## src/verilog/htu_settings.svh

```systemverilog
`ifndef HTU_SETTINGS_SVH
`define HTU_SETTINGS_SVH

// tag store geometry
`define HTU_NUM_SETS 8
`define HTU_NUM_WAYS 8

// --------------------------------------------------------------------------
// address field positions
// --------------------------------------------------------------------------
`define HTU_TAG_MSB    31
`define HTU_TAG_LSB    10
`define HTU_BANK_MSB   9
`define HTU_BANK_LSB   8
`define HTU_INDEX_MSB  7
`define HTU_INDEX_LSB  5
`define HTU_OFFSET_BIT 4

// half-line states, 2'b10 unused
`define HTU_ST_EMPTY 2'b00
`define HTU_ST_CLEAN 2'b01
`define HTU_ST_DIRTY 2'b11

`endif

```

## src/verilog/htu_pkg.sv

```systemverilog
package htu_pkg;

  // --------------------------------------------------------------------------
  // request address, bits 31 down to 4
  // --------------------------------------------------------------------------
  typedef struct packed {
    logic [21:0] tag;
    logic [1:0]  bank;
    logic [2:0]  index;
    logic        offset;
  } htu_addr_fields_t;

  typedef struct packed {
    logic [26:0] line;
    logic        offset;
  } htu_addr_line_t;

  // field view for lookup, line view for refill
  typedef union packed {
    htu_addr_fields_t f;
    htu_addr_line_t   l;
  } htu_addr_u;

  // crossbar request
  typedef struct packed {
    logic [1:0] ch_id;
    logic       write;
    htu_addr_u  addr;
    logic [7:0] wbuf_id;
  } htu_req_t;

  // result for the indexed set
  typedef struct packed {
    logic        hit;
    logic [2:0]  way;
    logic        victim_dirty;
    logic [21:0] victim_tag;
    logic [1:0]  off0_state;
    logic [1:0]  off1_state;
  } htu_lookup_t;

  // packet to the issue stage
  typedef struct packed {
    logic [1:0] ch_id;
    logic       write;
    logic       need_evict;
    logic       need_linefill;
    logic [2:0] set;
    logic [2:0] way;
    logic       offset;
    logic [7:0] wbuf_id;
    logic [1:0] off0_state;
    logic [1:0] off1_state;
  } htu_issue_t;

  // shared by the ar and aw channels
  typedef struct packed {
    logic [2:0]  set;
    logic [2:0]  way;
    logic [26:0] araddr;
    logic [26:0] awaddr;
  } htu_bus_req_t;

endpackage

```

## src/verilog/htu_set_entry.sv

```systemverilog
`timescale 1ns/10ps
`include "htu_settings.svh"

module htu_set_entry import htu_pkg::*; (
  input  logic        clk_i,
  input  logic        reset_i,
  input  logic        update_i,
  input  htu_req_t    req_i,
  output htu_lookup_t lookup_o
);

  localparam int NUM_WAYS = `HTU_NUM_WAYS;
  localparam int TAG_W    = `HTU_TAG_MSB - `HTU_TAG_LSB + 1;
  localparam int WAY_W    = $clog2(NUM_WAYS);

  logic [TAG_W-1:0] tag_q  [NUM_WAYS];
  logic [1:0]       off0_q [NUM_WAYS];
  logic [1:0]       off1_q [NUM_WAYS];
  logic [WAY_W-1:0] rr_ptr_q;

  logic [NUM_WAYS-1:0] way_hit;
  logic                hit;
  logic [WAY_W-1:0]    hit_way;
  logic [WAY_W-1:0]    access_way;
  logic [1:0]          acc_state;
  logic [1:0]          new_state;

  // --------------------------------------------------------------------------
  // tag compare
  // --------------------------------------------------------------------------
  always_comb begin
    for (int w = 0; w < NUM_WAYS; w++) begin
      way_hit[w] = ((off0_q[w] != `HTU_ST_EMPTY) || (off1_q[w] != `HTU_ST_EMPTY))
                 && (tag_q[w] == req_i.addr.f.tag);
    end
  end

  assign hit = |way_hit;

  always_comb begin
    hit_way = '0;
    for (int w = 0; w < NUM_WAYS; w++) begin
      if (way_hit[w]) begin
        hit_way = WAY_W'(w);
      end
    end
  end

  // miss goes to the way under the pointer
  assign access_way = hit ? hit_way : rr_ptr_q;

  assign acc_state = req_i.addr.f.offset ? off1_q[access_way] : off0_q[access_way];

  always_comb begin
    if (req_i.write) begin
      new_state = `HTU_ST_DIRTY;
    end else if (!hit || acc_state == `HTU_ST_EMPTY) begin
      new_state = `HTU_ST_CLEAN;
    end else begin
      new_state = acc_state;
    end
  end

  assign lookup_o.hit          = hit;
  assign lookup_o.way          = access_way;
  assign lookup_o.victim_dirty = (off0_q[rr_ptr_q] == `HTU_ST_DIRTY)
                               || (off1_q[rr_ptr_q] == `HTU_ST_DIRTY);
  assign lookup_o.victim_tag   = tag_q[rr_ptr_q];
  assign lookup_o.off0_state   = off0_q[access_way];
  assign lookup_o.off1_state   = off1_q[access_way];

  // --------------------------------------------------------------------------
  // state update
  // --------------------------------------------------------------------------
  always_ff @(posedge clk_i) begin
    if (reset_i) begin
      for (int w = 0; w < NUM_WAYS; w++) begin
        off0_q[w] <= `HTU_ST_EMPTY;
        off1_q[w] <= `HTU_ST_EMPTY;
      end
      rr_ptr_q <= '0;
    end else if (update_i) begin
      if (req_i.addr.f.offset) begin
        off1_q[access_way] <= new_state;
        if (!hit) begin
          off0_q[access_way] <= `HTU_ST_EMPTY;
        end
      end else begin
        off0_q[access_way] <= new_state;
        if (!hit) begin
          off1_q[access_way] <= `HTU_ST_EMPTY;
        end
      end
      // wraps modulo way count
      if (!hit) begin
        rr_ptr_q <= rr_ptr_q + 1'b1;
      end
    end
  end

  // new tag on allocation
  always_ff @(posedge clk_i) begin
    if (update_i && !hit) begin
      tag_q[rr_ptr_q] <= req_i.addr.f.tag;
    end
  end

  // a tag is only allocated on a miss, so it never lives in two ways
  a_single_hit : assert property (@(posedge clk_i) disable iff (reset_i) $onehot0(way_hit));

endmodule

```

## src/verilog/htu_set_array.sv

```systemverilog
`timescale 1ns/10ps
`include "htu_settings.svh"

module htu_set_array import htu_pkg::*; (
  input  logic        clk_i,
  input  logic        reset_i,
  input  htu_req_t    req_i,
  input  logic        kickoff_i,
  output htu_lookup_t lookup_o
);

  localparam int NUM_SETS = `HTU_NUM_SETS;
  localparam int IDX_W    = `HTU_INDEX_MSB - `HTU_INDEX_LSB + 1;
  localparam int LK_W     = $bits(htu_lookup_t);

  logic [NUM_SETS-1:0] set_sel;
  logic [NUM_SETS-1:0] set_upd;
  htu_lookup_t         set_lookup [NUM_SETS];
  logic [LK_W-1:0]     merged;

  // index decode
  always_comb begin
    for (int s = 0; s < NUM_SETS; s++) begin
      set_sel[s] = (req_i.addr.f.index == IDX_W'(s));
    end
  end

  assign set_upd = set_sel & {NUM_SETS{kickoff_i}};

  // --------------------------------------------------------------------------
  // set entries
  // --------------------------------------------------------------------------
  for (genvar s = 0; s < NUM_SETS; s++) begin : g_set
    htu_set_entry u_set_entry (
      .clk_i    (clk_i),
      .reset_i  (reset_i),
      .update_i (set_upd[s]),
      .req_i    (req_i),
      .lookup_o (set_lookup[s])
    );
  end

  // and-or select on the one-hot index
  always_comb begin
    merged = '0;
    for (int s = 0; s < NUM_SETS; s++) begin
      merged = merged | ({LK_W{set_sel[s]}} & set_lookup[s]);
    end
  end

  assign lookup_o = merged;

  // exactly one set is updated per kickoff
  a_sel_onehot : assert property (@(posedge clk_i) disable iff (reset_i)
    kickoff_i |-> $onehot(set_upd));

endmodule

```

## src/verilog/htu_ctrl.sv

```systemverilog
`timescale 1ns/10ps
`include "htu_settings.svh"

module htu_ctrl import htu_pkg::*; (
  input  logic         clk_i,
  input  logic         reset_i,
  // crossbar
  input  logic         req_valid_i,
  input  htu_req_t     req_i,
  output logic         req_allow_in_o,
  // issue stage
  output logic         issue_valid_o,
  output htu_issue_t   issue_o,
  input  logic         issue_allow_in_i,
  // bus interface
  output logic         ar_valid_o,
  output logic         aw_valid_o,
  output htu_bus_req_t bus_req_o,
  input  logic         bus_allow_in_i,
  // set array
  input  htu_lookup_t  lookup_i,
  output logic         kickoff_o
);

  logic [1:0] acc_state;
  logic       need_linefill;
  logic       need_evict;
  logic       need_bus;
  logic       bus_ok;

  // --------------------------------------------------------------------------
  // linefill and eviction
  // --------------------------------------------------------------------------
  assign acc_state = req_i.addr.f.offset ? lookup_i.off1_state : lookup_i.off0_state;

  // read miss, or hit on an empty half
  assign need_linefill = !req_i.write
                       && (!lookup_i.hit || acc_state == `HTU_ST_EMPTY);

  assign need_evict = !lookup_i.hit && lookup_i.victim_dirty;

  assign need_bus = need_linefill || need_evict;
  assign bus_ok   = !need_bus || bus_allow_in_i;

  // --------------------------------------------------------------------------
  // handshakes
  // --------------------------------------------------------------------------
  assign req_allow_in_o = issue_allow_in_i && bus_ok;
  assign issue_valid_o  = req_valid_i && bus_ok;
  assign kickoff_o      = req_valid_i && req_allow_in_o;

  assign ar_valid_o = req_valid_i && need_linefill && issue_allow_in_i;
  assign aw_valid_o = req_valid_i && need_evict && issue_allow_in_i;

  // issue packet
  assign issue_o.ch_id         = req_i.ch_id;
  assign issue_o.write         = req_i.write;
  assign issue_o.need_evict    = need_evict;
  assign issue_o.need_linefill = need_linefill;
  assign issue_o.set           = req_i.addr.f.index;
  assign issue_o.way           = lookup_i.way;
  assign issue_o.offset        = req_i.addr.f.offset;
  assign issue_o.wbuf_id       = req_i.wbuf_id;
  assign issue_o.off0_state    = lookup_i.off0_state;
  assign issue_o.off1_state    = lookup_i.off1_state;

  // bus request
  assign bus_req_o.set    = req_i.addr.f.index;
  assign bus_req_o.way    = lookup_i.way;
  assign bus_req_o.araddr = req_i.addr.l.line;
  assign bus_req_o.awaddr = {lookup_i.victim_tag, req_i.addr.f.bank, req_i.addr.f.index};

  // no bus request slips past a stalled issue stage
  a_bus_needs_issue : assert property (@(posedge clk_i) disable iff (reset_i)
    (ar_valid_o || aw_valid_o) |-> issue_allow_in_i);

  // kickoff only with a valid request that the issue stage takes
  a_kickoff_valid : assert property (@(posedge clk_i) disable iff (reset_i)
    kickoff_o |-> (req_valid_i && issue_valid_o && issue_allow_in_i));

endmodule

```

## src/verilog/htu_top.sv

```systemverilog
`timescale 1ns/10ps

module htu_top import htu_pkg::*; (
  input  logic         clk_i,
  input  logic         reset_i,
  // crossbar
  input  logic         req_valid_i,
  input  htu_req_t     req_i,
  output logic         req_allow_in_o,
  // issue stage
  output logic         issue_valid_o,
  output htu_issue_t   issue_o,
  input  logic         issue_allow_in_i,
  // bus interface
  output logic         ar_valid_o,
  output logic         aw_valid_o,
  output htu_bus_req_t bus_req_o,
  input  logic         bus_allow_in_i
);

  htu_lookup_t lookup;
  logic        kickoff;

  // --------------------------------------------------------------------------
  // control
  // --------------------------------------------------------------------------
  htu_ctrl u_ctrl (
    .clk_i            (clk_i),
    .reset_i          (reset_i),
    .req_valid_i      (req_valid_i),
    .req_i            (req_i),
    .req_allow_in_o   (req_allow_in_o),
    .issue_valid_o    (issue_valid_o),
    .issue_o          (issue_o),
    .issue_allow_in_i (issue_allow_in_i),
    .ar_valid_o       (ar_valid_o),
    .aw_valid_o       (aw_valid_o),
    .bus_req_o        (bus_req_o),
    .bus_allow_in_i   (bus_allow_in_i),
    .lookup_i         (lookup),
    .kickoff_o        (kickoff)
  );

  // tag store
  htu_set_array u_set_array (
    .clk_i     (clk_i),
    .reset_i   (reset_i),
    .req_i     (req_i),
    .kickoff_i (kickoff),
    .lookup_o  (lookup)
  );

endmodule

```

## config.mk

```make
export PLATFORM = sky130hd
export DESIGN_NAME = htu_top
export DESIGN_NICKNAME = d
export VERILOG_FILES = /design/src/verilog/htu_pkg.sv /design/src/verilog/htu_set_entry.sv /design/src/verilog/htu_set_array.sv /design/src/verilog/htu_ctrl.sv /design/src/verilog/htu_top.sv
export VERILOG_INCLUDE_DIRS = /design/src /design/src/verilog
export SDC_FILE = /design/constraint.sdc
export NUM_CORES = 2
export LEC_CHECK = 0
export BUFFER_PORTS_ARGS = -buffer_cell sky130_fd_sc_hd__clkbuf_2
export CAP_MARGIN = 0
export CELL_PAD_IN_SITES_DETAIL_PLACEMENT = 0
export CELL_PAD_IN_SITES_GLOBAL_PLACEMENT = 1
export CORE_AREA = 2 2 373 468
export DETAILED_ROUTE_END_ITERATION = 16
export DIE_AREA = 0 0 375 470
export PLACE_DENSITY = 0.91
export SKIP_LAST_GASP = 1
export SYNTH_ARGS = -nofsm -noshare
export SYNTH_HDL_FRONTEND = slang
export SYNTH_SLANG_ARGS = --single-unit
```

## constraint.sdc

```tcl
create_clock -name clk_i -period 9.22 [get_ports clk_i]
set_input_delay 1.383 -clock clk_i [delete_from_list [all_inputs] [get_ports clk_i]]
set_output_delay 1.383 -clock clk_i [all_outputs]
set_load 0.05 [all_outputs]
```

==> impl_metrics.ini <==
[run_status]
status = finished, final reports clean

[critical_path]
r2r_cells = 17
crit_chain = buf_6 > buf_12 > xnor2_1 > nand2_1 > nor4b_1 > o2bb2ai_1 > nor2_1 > a31o_2 > o21ai_2 > buf_4 > a21oi_1 > a22oi_1 > o22ai_1 > or4b_4 > nor3_4 > o21ai_0 > and2_1 > clkbuf_2
regToRegStartpoint = u_set_array.g_set[5].u_set_entry.tag_q[1][9]
critPathTopFamily = simple AND/OR/NAND/NOR gates
slowest_delay_ns = 0.86
cp.arrival_ns = 7.46
critPathSlowestCell = xnor2_1
end_kind = primary output
r2r_end = u_set_array.g_set[0].u_set_entry.tag_q[1][15]
critical_path_class = in2out
worstPathRequired_ns = 7.84
startpoint_type = primary input
critPathMaxFanout = 26
r2r_slack_ns = 2.06
cp_num_buf_inv = 4

[global_routing]
grt_pass1_vias = 63290
grt_max_degree = 81
grt_overflow = 0
antenna_found_initial = 24
grt_pass1_wl_mm = 465.0
grt.total_usage_pct = 37.26

[power_and_ir_drop]
clockPowerShare_pct = 41.3
power_density_mw_per_mm2 = 170.6
p_int_uw = 13000
ir_drop_v = 0.0001675
pwr-share-comb_pct = 8.7
p_switching_uw = 4285
p_leak_uw = 0.03144
swShare_pct = 24.79
seq_power_share_pct = 50.0
finalPower_uw = 17290

[yosys]
yosys.area_share.simple_pct = 11.28
avgSynthCellArea_um2 = 13.60
synth-edff-count = 1664
syn_inst = 6791
ys_warn_count = 0
synth_nets = 6843
synth_xor_xnor_area_share_pct = 13.44
synth_compound_area_share_pct = 5.540
synth_mux_area_share_pct = 11.19
synthAdderAreaFrac_pct = 0.1084
synth_async_sr_flop_share_pct = 0
synthesis.area_mm2 = 0.09237
synth_top_family_by_area = XOR/XNOR gates
ys_ff_latch = 1712
seq_area_frac_synth_pct = 55.13
synth_flop_cell = edfxtp_1
yosysUniqueCellTypes = 124

[cts]
cts_buffer_depth = 3
hold_buffers = 0
post_cts_buffers = 0
htree_levels = 4
root_buffer = clkbuf_16
clock_latency_ns = 0.88
path_clk_slew_ns = 0.06
cts_tree = done
cts_num_sinks = 1712
cts_resized = 0
cts_made_buffers = 169

[sta]
slew_viol_final = 0
min_period_ns = 8.844
relSlewSlack_pct = 8.711
rsz0062_at_grt = no
setup_viol = 0
hold_viol = 0
fin_skew_ns = 0.03634
tns_ns = 0
clock.fmax_mhz = 113.1
tightest_slew_ns = 1.366
finalCritPeriodShare_pct = 95.93

[detailed_routing]
dr.pass1.iters = 7
antenna_left = 0
wire_per_inst_um = 35.92
routed_via_density = 6.992
vias = 64880
wirelength_mm = 333.3
drc = 0
drtIter0Drc = 9668

[die]
rows = 171
die_x_um = 375
fp.dieH_um = 470
ioPinCount = 132
dieArea_mm2 = 0.1763
core_area_mm2 = 0.1722
initial_core_util_pct = 53.63

[placed_design]
io_buffers = 105
dp_hpwl_mm = 243.5
placedCellCount = 8954
place.gp.congestion = 1.083

[finish]
stdcell_count = 9280
drive_gt1_share_pct = 16.23
area_growth_pct = 9.659
nets = 6928
post-route-util_pct = 58.81

[min_path]
min_from = u_set_array.g_set[6].u_set_entry.rr_ptr_q[1]
hold_path.class = reg2reg
min_path_cells = 2

[flow_run]
maxCapViolCount = 0
[power groups by stage]
stage	sequential (µW)	clock (µW)	combinational [µW]
6_report	8640	7150	1500
3_5_place_dp	8800	0	1450
4_1_cts	8630	7160	1450
3_3_place_gp	8800	0	1430
2_1_floorplan	8780	0	895
5_1_grt	8640	7440	1530
[synthesized netlist by cell type, types with 14 or more instances]
| cell type | number | area share [%] |
|---|---|---|
| buf_2 | 31 | 0.17 |
| buf_1 | 49 | 0.20 |
| xor2_1 | 657 | 6.2 |
| or2_2 | 14 | 0.095 |
| or4_1 | 55 | 0.45 |
| nand2b_1 | 49 | 0.33 |
| o21ai_0 | 21 | 0.11 |
| and3_1 | 41 | 0.28 |
| nor3b_1 | 15 | 0.12 |
| mux4_2 | 356 | 8.7 |
| inv_1 | 70 | 0.28 |
| nand2_1 | 206 | 0.84 |
| nand4b_1 | 38 | 0.36 |
| o22ai_1 | 110 | 0.74 |
| a211oi_1 | 32 | 0.26 |
| nor2b_1 | 20 | 0.14 |
| a21o_1 | 34 | 0.28 |
| nand4_1 | 260 | 1.8 |
| nor4_1 | 289 | 2.0 |
| xnor2_1 | 760 | 7.2 |
| buf_6 | 82 | 1.0 |
| o21bai_1 | 98 | 0.80 |
| mux2_2 | 14 | 0.17 |
| or3_1 | 22 | 0.15 |
| and4_1 | 25 | 0.24 |
| edfxtp_1 | 1664 | 54 |
| nand3_1 | 145 | 0.79 |
| buf_4 | 122 | 0.99 |
| and2_1 | 22 | 0.15 |
| nor2_1 | 464 | 1.9 |
| a221oi_1 | 42 | 0.40 |
| dfxtp_1 | 48 | 1.0 |
| nor3_1 | 96 | 0.52 |
| a21oi_1 | 79 | 0.43 |
| a22oi_1 | 49 | 0.40 |
| mux2i_1 | 202 | 2.2 |
| nor4b_1 | 45 | 0.43 |
| clkbuf_1 | 157 | 0.64 |
[kinds of logic (layout without fill, tap and decap cells)]
kind of cell,after synthesis,after routing
simple gates,1876,1876
fa+ha+maj,8,8
flops,1712,1712
buf+inv,515,742
compound gates,679,679
xor+xnor,1417,1417
mux,584,584
other cells,0,13
[metrics by stage]
stage          setup slack, ns  hold WS, ns  cell area (µm²)
2_1_floorplan           0.9177       0.5209            92370
3_3_place_gp            0.5563       0.5594            95620
3_5_place_dp            0.9287       0.5727            95630
4_1_cts                 0.9115       0.5838           101300
5_1_grt                 0.3701       0.6245           101300
6_report                0.3755       0.5984           101300
[registers in the layout (all words and copies together), names as in the netlist, named ones only]
register,count
u_set_array.g_set.u_set_entry.off1_q,128
u_set_array.g_set.u_set_entry.rr_ptr_q,24
u_set_array.g_set.u_set_entry.off0_q,128
u_set_array.g_set.u_set_entry.tag_q,1408
[worst reg2reg max path: cells and delay by family (launching register included)]
| kind | cells | cell delay (ns) |
|---|---|---|
| AO/OA/AOI/OAI | 7 | 2.29 |
| XOR/XNOR | 1 | 0.89 |
| buffers and inverters | 2 | 0.89 |
| flip-flops | 1 | 0.43 |
| multiplexers | 1 | 0.45 |
| AND/OR/NAND/NOR | 6 | 1.84 |
[metal layers]
layer / global-route usage, % / vias up / share of wire [%]
li1: - / 26430 / -
met3: 10.03 / 1182 / 11
met5: 0.02734 / - / 0.021
met1: 43.24 / 32690 / 33
met2: 58.55 / 4568 / 46
met4: 29.53 / 12 / 9.7
[placed cells by master, fill, tap and decap left out, types with 172 or more instances in the layout]
cell type | synthesis | routed
edfxtp_1 | 1664 | 1664
xnor2_1 | 760 | 760
xor2_1 | 657 | 657
nor2_1 | 464 | 459
mux4_2 | 356 | 356
nor4_1 | 289 | 277
nand4_1 | 260 | 260
buf_4 | 122 | 220
nand2_1 | 206 | 206
mux2i_1 | 202 | 202
clkbuf_16 | 0 | 172
[area by class of cell]
type / instances / area, µm²
Multi-Input combinational cell: 4564 / 38620
Clock buffer: 200 / 4419
Timing Repair Buffer: 357 / 2962
Fill cell: 13270 / 70940
Sequential cell: 1712 / 50960
Inverter: 72 / 270.3
Tap cell: 2249 / 2814
Clock inverter: 113 / 1216
Antenna cell: 13 / 32.53
[worst max-delay path by stage]
stage               from                                             to  slack (ns)  cells past startpoint
6_report       req_i[23]                                  issue_valid_o        0.38                     18
5_1_grt        req_i[23]                                  issue_valid_o        0.37                     18
4_1_cts        req_i[31]                                     ar_valid_o        0.91                     17
3_5_place_dp   req_i[31]                                     ar_valid_o        0.93                     17
3_3_place_gp   req_i[25]  u_set_array.g_set[0].u_set_entry.tag_q[3][16]        0.56                     20
2_1_floorplan  req_i[35]   u_set_array.g_set[7].u_set_entry.tag_q[1][0]        0.92                     22
No activity file was read; power rests on OpenSTA's default activity.
